## config.mk

```make
export PLATFORM = sky130hd
export DESIGN_NAME = keypad_top
export DESIGN_NICKNAME = d
export VERILOG_FILES = /design/src/keypad_pkg.sv /design/src/keypad_scanner.sv /design/src/key_decoder.sv /design/src/key_fifo.sv /design/src/keypad_top.sv
export SDC_FILE = /design/constraint.sdc
export NUM_CORES = 1
export LEC_CHECK = 0
export ABC_AREA = 1
export BUFFER_PORTS_ARGS = -buffer_cell sky130_fd_sc_hd__buf_4
export CORE_UTILIZATION = 61
export CTS_CLUSTER_SIZE = 30
export DETAILED_ROUTE_END_ITERATION = 7
export PLACE_DENSITY_LB_ADDON = 0.12
export RECOVER_POWER = 50
export SLEW_MARGIN = 20
export SYNTH_ARGS = -nofsm -noshare
export SYNTH_HDL_FRONTEND = slang
export SYNTH_HIERARCHICAL = 1
export SYNTH_SLANG_ARGS = --single-unit
export TNS_END_PERCENT = 20
```

## constraint.sdc

```tcl
create_clock -name clk -period 2.4 [get_ports clk]
set_input_delay 0.36 -clock clk [delete_from_list [all_inputs] [get_ports clk]]
set_output_delay 0.36 -clock clk [all_outputs]
set_load 0.02 [all_outputs]
```

## src/keypad_pkg.sv

```systemverilog
package keypad_pkg;

    // active low keypad lines, one bit per row or column
    typedef logic [3:0] lines_t;

    // {rows, cols} as sampled at READ
    typedef logic [7:0] coord_t;

    // row * 4 + column
    typedef logic [3:0] key_code_t;

    typedef enum logic [7:0] {
        IDLE           = 8'b0000_0001,
        SETTLE_PRESS   = 8'b0000_0010,
        COL1           = 8'b0000_0100,
        COL2           = 8'b0000_1000,
        COL3           = 8'b0001_0000,
        COL4           = 8'b0010_0000,
        READ           = 8'b0100_0000,
        SETTLE_RELEASE = 8'b1000_0000
    } scan_state_t;

    localparam int DEFAULT_DEBOUNCE = 2_000_000;  // 20 ms at 100 MHz
    localparam int DEFAULT_STEP_DIV = 4;

    localparam lines_t LINES_IDLE    = 4'b1111;  // nothing pulled low
    localparam lines_t LINES_ALL_LOW = 4'b0000;  // every column driven

    // one column low at a time, COL1 takes the top bit
    localparam lines_t COL1_DRIVE = 4'b0111;
    localparam lines_t COL2_DRIVE = 4'b1011;
    localparam lines_t COL3_DRIVE = 4'b1101;
    localparam lines_t COL4_DRIVE = 4'b1110;

endpackage

```

## src/keypad_scanner.sv

```systemverilog
`timescale 1ns/1ps

module keypad_scanner #(
    parameter int DEBOUNCE_PERIOD = keypad_pkg::DEFAULT_DEBOUNCE,
    parameter int STEP_DIV        = keypad_pkg::DEFAULT_STEP_DIV
) (
    input  logic               clk,
    input  logic               rst_n,
    input  keypad_pkg::lines_t row_in,
    output keypad_pkg::lines_t col_out,
    output keypad_pkg::coord_t coord,
    output logic               coord_valid
);
    import keypad_pkg::*;

    localparam int STEP_W = (STEP_DIV > 0) ? $clog2(STEP_DIV + 1) : 1;
    localparam int DB_W   = (DEBOUNCE_PERIOD > 0) ? $clog2(DEBOUNCE_PERIOD + 1) : 1;

    localparam logic [STEP_W-1:0] STEP_LAST = STEP_W'(STEP_DIV);
    localparam logic [DB_W-1:0]   DB_LAST   = DB_W'(DEBOUNCE_PERIOD);

    logic [STEP_W-1:0] step_cnt;
    logic              step;
    logic [DB_W-1:0]   db_cnt;
    logic              settle_level;
    logic              settle_done;
    logic              pressed;
    scan_state_t       state;
    scan_state_t       next_state;
    lines_t            row_val;
    lines_t            col_val;
    logic              emit;

    // prescaler, one step every STEP_DIV+1 clocks
    always_ff @(posedge clk) begin
        if (!rst_n) begin
            step_cnt <= '0;
        end else if (step) begin
            step_cnt <= '0;
        end else begin
            step_cnt <= step_cnt + 1'b1;
        end
    end

    assign step    = (step_cnt == STEP_LAST);
    assign pressed = (row_in != LINES_IDLE);

    // level the debounce counter waits for in each settle state
    always_comb begin
        case (state)
            SETTLE_PRESS:   settle_level = pressed;
            SETTLE_RELEASE: settle_level = !pressed;
            default:        settle_level = 1'b0;
        endcase
    end

    always_ff @(posedge clk) begin
        if (!rst_n || !settle_level) begin
            db_cnt <= '0;   // restart on any bounce
        end else if (!settle_done) begin
            db_cnt <= db_cnt + 1'b1;
        end
    end

    assign settle_done = (db_cnt == DB_LAST);

    always_comb begin
        next_state = IDLE;
        case (state)
            IDLE:
                next_state = pressed ? SETTLE_PRESS : IDLE;
            SETTLE_PRESS: begin
                if (!pressed) begin
                    next_state = IDLE;   // too short, forget it
                end else if (settle_done) begin
                    next_state = COL1;
                end else begin
                    next_state = SETTLE_PRESS;
                end
            end
            COL1:
                next_state = pressed ? READ : COL2;
            COL2:
                next_state = pressed ? READ : COL3;
            COL3:
                next_state = pressed ? READ : COL4;
            COL4:
                next_state = pressed ? READ : IDLE;
            READ:
                next_state = pressed ? SETTLE_RELEASE : IDLE;
            SETTLE_RELEASE:
                next_state = settle_done ? IDLE : SETTLE_RELEASE;
            default:
                next_state = IDLE;
        endcase
    end

    always_ff @(posedge clk) begin
        if (!rst_n) begin
            state <= IDLE;
        end else if (step) begin
            state <= next_state;
        end
    end

    // column drive follows the state being entered
    always_ff @(posedge clk) begin
        if (!rst_n) begin
            col_out <= LINES_ALL_LOW;
        end else if (step) begin
            case (next_state)
                COL1:    col_out <= COL1_DRIVE;
                COL2:    col_out <= COL2_DRIVE;
                COL3:    col_out <= COL3_DRIVE;
                COL4:    col_out <= COL4_DRIVE;
                READ:    col_out <= col_out;   // keep the column that hit
                default: col_out <= LINES_ALL_LOW;
            endcase
        end
    end

    always_ff @(posedge clk) begin
        if (step && next_state == READ) begin
            row_val <= row_in;
            col_val <= col_out;
        end
    end

    assign emit = step && (state == SETTLE_RELEASE) && (next_state == IDLE);

    always_ff @(posedge clk) begin
        if (!rst_n) begin
            coord_valid <= 1'b0;
        end else begin
            coord_valid <= emit;
        end
    end

    always_ff @(posedge clk) begin
        if (emit) begin
            coord <= {row_val, col_val};
        end
    end

    a_state_onehot: assert property (@(posedge clk) disable iff (!rst_n)
        $onehot(state));

    a_valid_pulse: assert property (@(posedge clk) disable iff (!rst_n)
        coord_valid |=> !coord_valid);

endmodule

```

## src/key_decoder.sv

```systemverilog
`timescale 1ns/1ps

module key_decoder (
    input  logic                  clk,
    input  logic                  rst_n,
    input  keypad_pkg::coord_t    coord,
    input  logic                  coord_valid,
    output keypad_pkg::key_code_t code,
    output logic                  code_valid,
    output logic                  key_error
);
    import keypad_pkg::*;

    lines_t rows;
    lines_t cols;
    logic   legal;

    // exactly one line low
    function automatic logic one_cold(input lines_t l);
        return $countones(~l) == 1;
    endfunction

    // position of the low line, top bit is index 0
    function automatic logic [1:0] cold_index(input lines_t l);
        case (l)
            4'b0111: return 2'd0;
            4'b1011: return 2'd1;
            4'b1101: return 2'd2;
            default: return 2'd3;
        endcase
    endfunction

    assign rows  = coord[7:4];
    assign cols  = coord[3:0];
    assign legal = one_cold(rows) && one_cold(cols);

    always_ff @(posedge clk) begin
        if (!rst_n) begin
            code_valid <= 1'b0;
            key_error  <= 1'b0;
        end else begin
            code_valid <= coord_valid && legal;
            key_error  <= coord_valid && !legal;   // ghosting or bad sample
        end
    end

    always_ff @(posedge clk) begin
        if (coord_valid && legal) begin
            code <= {cold_index(rows), cold_index(cols)};
        end
    end

    // every result answers a coordinate from the clock before, one way only
    a_one_result: assert property (@(posedge clk) disable iff (!rst_n)
        (code_valid || key_error) |-> (code_valid != key_error) && $past(coord_valid));

endmodule

```

## src/key_fifo.sv

```systemverilog
`timescale 1ns/1ps

module key_fifo #(
    parameter int FIFO_DEPTH = 4
) (
    input  logic                  clk,
    input  logic                  rst_n,
    input  logic                  push,
    input  keypad_pkg::key_code_t push_code,
    input  logic                  pop,
    output keypad_pkg::key_code_t head,
    output logic                  not_empty,
    output logic                  dropped
);
    import keypad_pkg::*;

    localparam int PTR_W = $clog2(FIFO_DEPTH);
    localparam int CNT_W = $clog2(FIFO_DEPTH + 1);

    localparam logic [CNT_W-1:0] CNT_FULL = CNT_W'(FIFO_DEPTH);

    key_code_t        mem [FIFO_DEPTH];
    logic [PTR_W-1:0] rd_ptr;
    logic [PTR_W-1:0] wr_ptr;
    logic [CNT_W-1:0] count;
    logic             full;
    logic             do_push;
    logic             do_pop;

    assign full      = (count == CNT_FULL);
    assign not_empty = (count != '0);
    assign do_pop    = pop && not_empty;
    assign do_push   = push && (!full || do_pop);   // a pop frees the slot this clock
    assign head      = mem[rd_ptr];

    always_ff @(posedge clk) begin
        if (!rst_n) begin
            rd_ptr  <= '0;
            wr_ptr  <= '0;
            count   <= '0;
            dropped <= 1'b0;
        end else begin
            if (do_push) begin
                wr_ptr <= wr_ptr + 1'b1;   // wraps, depth is a power of two
            end
            if (do_pop) begin
                rd_ptr <= rd_ptr + 1'b1;
            end
            case ({do_push, do_pop})
                2'b10:   count <= count + 1'b1;
                2'b01:   count <= count - 1'b1;
                default: count <= count;
            endcase
            dropped <= push && !do_push;
        end
    end

    always_ff @(posedge clk) begin
        if (do_push) begin
            mem[wr_ptr] <= push_code;
        end
    end

    a_count_bound: assert property (@(posedge clk) disable iff (!rst_n)
        count <= CNT_FULL);

endmodule

```

## src/keypad_top.sv

```systemverilog
`timescale 1ns/1ps

module keypad_top #(
    parameter int DEBOUNCE_PERIOD = keypad_pkg::DEFAULT_DEBOUNCE,
    parameter int STEP_DIV        = keypad_pkg::DEFAULT_STEP_DIV,
    parameter int FIFO_DEPTH      = 4
) (
    input  logic                  clk,
    input  logic                  rst_n,
    input  keypad_pkg::lines_t    row_in,
    output keypad_pkg::lines_t    col_out,
    input  logic                  key_pop,
    output keypad_pkg::key_code_t key_code,
    output logic                  key_avail,
    output logic                  key_error,
    output logic                  key_dropped
);
    import keypad_pkg::*;

    coord_t    coord;
    logic      coord_valid;
    key_code_t code;
    logic      code_valid;

    keypad_scanner #(
        .DEBOUNCE_PERIOD (DEBOUNCE_PERIOD),
        .STEP_DIV        (STEP_DIV)
    ) scanner_i (
        .clk         (clk),
        .rst_n       (rst_n),
        .row_in      (row_in),
        .col_out     (col_out),
        .coord       (coord),
        .coord_valid (coord_valid)
    );

    key_decoder decoder_i (
        .clk         (clk),
        .rst_n       (rst_n),
        .coord       (coord),
        .coord_valid (coord_valid),
        .code        (code),
        .code_valid  (code_valid),
        .key_error   (key_error)
    );

    // no back-pressure to the scanner, overflow drops the newest code
    key_fifo #(
        .FIFO_DEPTH (FIFO_DEPTH)
    ) fifo_i (
        .clk       (clk),
        .rst_n     (rst_n),
        .push      (code_valid),
        .push_code (code),
        .pop       (key_pop),
        .head      (key_code),
        .not_empty (key_avail),
        .dropped   (key_dropped)
    );

endmodule

```

==> results of run 1 <==
state kept, by name, summed over array words and instances (netlist names), named ones only:
name                   cells
decoder_i/code             4
fifo_i/count               3
fifo_i/rd_ptr              2
scanner_i/db_cnt          21
scanner_i/col_out          4
scanner_i/step_cnt         3
fifo_i/wr_ptr              2
decoder_i/key_error        1
fifo_i/dropped             1
scanner_i/row_val          4
decoder_i/code_valid       1
scanner_i/coord_valid      1
scanner_i/col_val          4
scanner_i/state            8
scanner_i/coord            8
fifo_i/mem                16
critical path: stages (launching register included):
cell	delay [ns]
edfxtp_1	0.45
fa_1	0.55
inv_1	0.05
ha_1	0.19
ha_1	0.28
nor2_1	0.12
nand3_1	0.15
nor2_4	0.17
where the power goes:
group | internal [mW] | total (mW) | switching, mW
Combinational | 0.0731 | 0.212 | 0.139
Clock | 0.560 | 1.10 | 0.541
Sequential | 1.52 | 1.54 | 0.0228
Total | 2.15 | 2.85 | 0.703
routing by layer:
| layer | vias to the layer above | track usage | part of all wire |
|---|---|---|---|
| met5 | - | 0 | 0 |
| met4 | 0 | 0.1079 | 0.011 |
| met2 | 52 | 0.4146 | 0.52 |
| met3 | 6 | 0.03736 | 0.036 |
| met1 | 1426 | 0.2619 | 0.44 |
| li1 | 1677 | - | - |
worst max path at each step:
stage | startpoint | end | slack [ns] | cells past startpoint
after floorplan | scanner_i/coord[4] | decoder_i/code[0] | 0.24 | 7
after global placement | scanner_i/coord[4] | decoder_i/code[0] | 0.17 | 7
after detailed placement | scanner_i/coord[4] | decoder_i/code[2] | 0.04 | 7
after CTS | scanner_i/coord[4] | decoder_i/code[0] | 0.1 | 7
after global routing | scanner_i/coord[4] | decoder_i/code[0] | 0.006 | 7
final | scanner_i/coord[4] | decoder_i/code[0] | 0.14 | 7
layout make-up:
type,count,area share
tap,77,0.02108
timing repair buffer,18,0.02217
clock buffer,10,0.03258
inverter,86,0.07090
multi-input combinational,328,0.3846
sequential,85,0.4511
clock inverter,6,0.01752
metrics by stage:
step,cells,area (um^2),util,setup slack [ns],power [mW]
2_1_floorplan,501,4183,-,0.2372,1.743
3_3_place_gp,594,4392,0.6762,0.1732,1.802
3_5_place_dp,594,4392,0.6762,0.03596,1.809
4_1_cts,610,4623,0.7118,0.09888,2.904
5_1_grt,610,4571,0.7037,0.006138,2.970
6_report,610,4571,0.7037,0.1395,2.855
kinds of logic after synthesis:
logic type	synth area share
xor gates and xnor gates	0.002094
adders and majority gates	0.06521
buffers and inverters	0.08286
and+or+nand+nor	0.2579
DFF	0.4930
AOI/OAI and AO/OA	0.09902
cell usage after synthesis, drive strengths merged:
library cell / n
ha: 17
inv: 84
a211oi: 1
a22oi: 1
o22ai: 8
nand4: 6
edfxtp: 36
nor2: 95
nor3: 9
nand3: 30
dfxtp: 49
nand2: 95
and2: 1
a21oi: 29
o21ai: 28
nand3b: 1
xnor2: 1
clkinv: 2
o21a: 3
fa: 3
buf: 2
what timing repair did:
item                                    CTS  global route
gates cloned                              0             0
gates resized for setup                   1             1
endpoints found under the setup margin    4             4
hold endpoints to repair                  0             0
==> flow_summary.toml, run 1 <==
[outcome]
status = "finished, violations left"
violations = "design-rule violations"

[logic_synthesis]
synth_top_area_cell = "edfxtp_1"
syn_avg_cell_area_um2 = 8.349
synth_seq_cells = 85
synth_seq_area_share = 0.4930
synth_cells = 501
synth_area_leaders = "edfxtp_1 26%, dfxtp_1 23%, nand2_1 7.8%"
netlist_area_um2 = 4183
syn-num-nets = 528
yosys_warnings = 6
yosys.area.top_type_share = 0.2585
synth_cell_types = 33

[hold_path]
hold_path_class = "primary input to flop"
holdPathStages = 1
hp-start = "row_in[1]"
min_to = "scanner_i/row_val[1]"

[timing]
rsz0062_at_grt = "no"
fin_skew_ns = 0.008516
maxSlewViolCount = 0
final-hold-violation-count = 0
timing.setup.tns_ns = 0
hold_slack_ns = 0.2115
slew_headroom = 0.7524
finalSetupViolations = 0
tightest_slew_ns = 0.3700
layout_min_cycle_time_ns = 2.261
max_freq_mhz = 442.4
fin_crit_sh = 0.9419

[cts]
cts_hold_buf = 0
clock_path_buffers = 2
cts_setup_buffers = 0
clock-sinks = 85
cts-buffers-inserted = 9
clkSlewWorstSetupHoldPaths_ns = 0.09
cts_max_level = 3
insertion_delay_ns = 0.36
cts_root_buffer = "clkbuf_8"
cts_tree = "built"

[routing]
wirelength_mm = 7.486
wire_per_inst_um = 12.27
drtAntennaViolNets = 0
drt-vias-per-instance = 5.182
vias = 3161
drc_errors = 3
drt_pass1_iterations = 7
drtIter0Drc = 172

[grt]
grt_pass1_vias = 3036
overflow = 0
antenna_found_initial = 0
track_usage = 0.2282
grt_max_degree = 17
grt_pass1_wl_mm = 12.77

[die]
num_rows = 29
die_x_um = 84.81
fp.coreArea_um2 = 6495
fp.dieH_um = 84.81
die_area_um2 = 7192
io_pins = 18
initial_core_util = 0.6440

[worst_setup_path]
reg2reg_slack_ns = 0.14
critPathRequiredTime_ns = 2.46
end_kind = "flop"
critPathKind = "flop to flop"
r2r_end = "decoder_i/code[0]"
r2r-start = "scanner_i/coord[4]"
start_kind = "flop"
critPathArrivalTime_ns = 2.32
reg2reg_depth = 7
path_max_fanout = 4

[pwr]
power.density_nw_per_um2 = 624.6
leakagePower_nw = 1.826
max-vdd-ir-drop_uv = 383.3

[cells_and_area]
register_area_um2 = 2062
mostFrequentLayoutCells = "90 x nand2_1, 87 x nor2_1, 81 x inv_1, 49 x dfxtp_1, 36 x edfxtp_1"
syn_to_final_growth_pct = 9.273
final_nets = 555
drive_gt1_frac = 0.1107
final_common_cell = "nand2_1"
fillers = 518
antenna_cells = 0
multi_input_area_um2 = 1758

[placed_design]
gp_congestion = 0.8914
hpwl_mm = 5.627
port_buffers = 17

[run]
cap_violations = 0
No activity file was read; power rests on OpenSTA's default activity.
==> inputs of run 2 (changes only) <==
--- a/config.mk
+++ b/config.mk
@@ -5,7 +5,6 @@
 export SDC_FILE = /design/constraint.sdc
 export NUM_CORES = 1
 export LEC_CHECK = 0
-export ABC_AREA = 1
 export BUFFER_PORTS_ARGS = -buffer_cell sky130_fd_sc_hd__buf_4
 export CORE_UTILIZATION = 61
 export CTS_CLUSTER_SIZE = 30
==> flow_summary.toml, run 2 <==
[cells_and_area]
fillers = 445
antenna_cells = 0
final_nets = 416
syn_to_final_growth_pct = 11.67
reg.largest.list = "scanner_i/db_cnt: 21 flops, fifo_i/mem: 16 flops"
final_common_cell = "dfxtp_1"
top_register = "scanner_i/db_cnt"
mostFrequentLayoutCells = "49 x dfxtp_1, 36 x edfxtp_1, 29 x nand2_1, 25 x nor2_1, 23 x inv_1"
largest_reg_flops = 21
drive_gt1_frac = 0.1421
layoutNonFillerInstCount = 469
final_area_um2 = 4418

[pwr]
power_mw = 2.592
max-vdd-ir-drop_uv = 439.0
leakagePower_nw = 1.531
power.density_nw_per_um2 = 586.7

[timing]
finalSetupViolations = 4
slew_headroom = 0.6609
layout_min_cycle_time_ns = 2.523
fin_crit_sh = 1.051
timing.setup.tns_ns = -0.4921
rsz0062_at_grt = "yes"
fin_skew_ns = 0.01241
tightest_slew_ns = 0.5016
maxSlewViolCount = 0
setup_ws_ns = -0.1234
final-hold-violation-count = 0
max_freq_mhz = 396.3

[routing]
top_layer_used = "met4"
drtAntennaViolNets = 0
drt_pass1_iterations = 4
met3WireLength_um = 233
drt-vias-per-instance = 5.763
wl_met1_mm = 3.122
wirelength_mm = 6.998
drc_errors = 0
vias = 2703
drtIter0Drc = 114
wl_met2_mm = 3.581
wire_per_inst_um = 14.92

[worst_setup_path]
crit_slowest_cell = "fa_1"
start_kind = "flop"
crit_start = "scanner_i/coord[0]"
critical-path-max-stage-delay_ns = 0.57
critPathArrivalTime_ns = 2.55
worstPathCellList = "fa_1 > inv_2 > ha_4 > ha_4 > or4b_4 > nor3_4"
path_max_fanout = 4
critPathKind = "flop to flop"
end_kind = "flop"
cp_common_cell = "ha_4"
critPathRequiredTime_ns = 2.43
r2r-start = "scanner_i/coord[0]"

[outcome]
status = "finished, violations left"
violations = "negative setup slack"

[grt]
grt_pass1_vias = 2543
overflow = 0
grt_pass1_wl_mm = 11.52
grt_max_degree = 29
antenna_found_initial = 0
track_usage = 0.2262

[cts]
clkSlewWorstSetupHoldPaths_ns = 0.08
cts_max_level = 3
cts_setup_buffers = 0
clock_path_buffers = 2
clock-sinks = 85
cts_tree = "built"
cts_root_buffer = "clkbuf_8"
cts-buffers-inserted = 9
insertion_delay_ns = 0.34

[placed_design]
dpl_cell_area_um2 = 4223
port_buffers = 17
place_inst = 453
pre_cts_slack_ns = -0.1468
hpwl_mm = 4.753
gp_congestion = 0.8460

[logic_synthesis]
synth_top_area_cell = "edfxtp_1"
yosys.area.top_type_share = 0.2732
synth_area_leaders = "edfxtp_1 27%, dfxtp_1 25%, ha_1 5.4%"
syn-num-nets = 389
ys_top_cells_by_count = "49 x dfxtp_1, 36 x edfxtp_1, 29 x nand2_1"
yosysMostFrequentCell = "dfxtp_1"
synth_top_flop_cell = "dfxtp_1"
yosys_warnings = 6
synth_seq_cells = 85
synth_cell_types = 55
synth_seq_area_share = 0.5212
netlist_area_um2 = 3956
synth_edf_count = 36
synth_cells = 362
synthArstFlopShare = 0
syn_avg_cell_area_um2 = 10.93

[die]
die_area_um2 = 6812
initial_core_util = 0.6490
fp.dieH_um = 82.54
num_rows = 28
io_pins = 18
die_x_um = 82.54
fp.coreArea_um2 = 6096

[hold_path]
hold_path_class = "primary input to flop"
hp-start = "row_in[3]"

[run]
cap_violations = 0
## run 2: cell types whose count changed in the layout (fill, tap and decap cells not counted), moves of 14 or more
cell and change:
nor2_1 -62, nand2_1 -61, inv_1 -58, a21oi_1 -17
nand3_1 -15, xor2_1 +14
## run 2: critical path: cells and delay by family (launching register included)
kind | cells | cell delay, ns
fa+ha+maj | 3 | 0.93
simple gates | 2 | 0.80
flops | 1 | 0.43
buf+inv | 1 | 0.05
## run 2: cell families (layout without fill, tap and decap cells)
group	count (synthesis)	after routing	synth area share
fa+ha+maj	20	20	0.06894
compound gates	44	44	0.07274
mux	9	9	0.03605
buf+inv	38	70	0.03890
simple gates	140	140	0.2046
flops	85	85	0.5212
xor+xnor	26	26	0.05756
## run 2: layout make-up
type,instances,area [um^2],area share
Tap cell,75,93.84,0.02124
Sequential cell,85,2062,0.4667
Inverter,24,90.09,0.02039
Multi-Input combinational cell,239,1778,0.4024
Clock buffer,12,156.4,0.03540
Clock inverter,4,46.29,0.01048
Timing Repair Buffer,30,191.4,0.04333
## run 2: timing repair
| item | CTS | global route |
|---|---|---|
| setup endpoints to repair | 5 | 5 |
| gates resized for setup | 4 | 2 |
| hold buffers | 0 | 0 |
## run 2: stage by stage
step | utilization | hold slack [ns]
after detailed placement | 0.6927 | 0.4054
final | 0.7248 | 0.2222
after CTS | 0.7309 | 0.1868
after global routing | 0.7248 | 0.1997
after floorplan | - | 0.4003
after global placement | 0.6927 | 0.4008
## run 2: where the power goes
part | switching (mW) | internal (mW)
clock | 0.484 | 0.540
combinational | 0.0339 | 0.0241
sequential | 0.00760 | 1.50
## run 2: worst paths after layout
check,to,slack [ns],cells after the start
worst max-delay path,decoder_i/code[0],-0.12,6
worst min register to register,scanner_i/coord[6],0.42,0
worst min-delay path,scanner_i/row_val[3],0.22,1
worst max register to register,decoder_i/code[0],-0.12,6
## run 2: routing by layer
layer  track usage  vias to the layer above
met1        0.2760                     1294
li1              -                     1338
met4       0.08448                        0
met2        0.3992                       63
met5             0                        -
met3       0.03846                        8
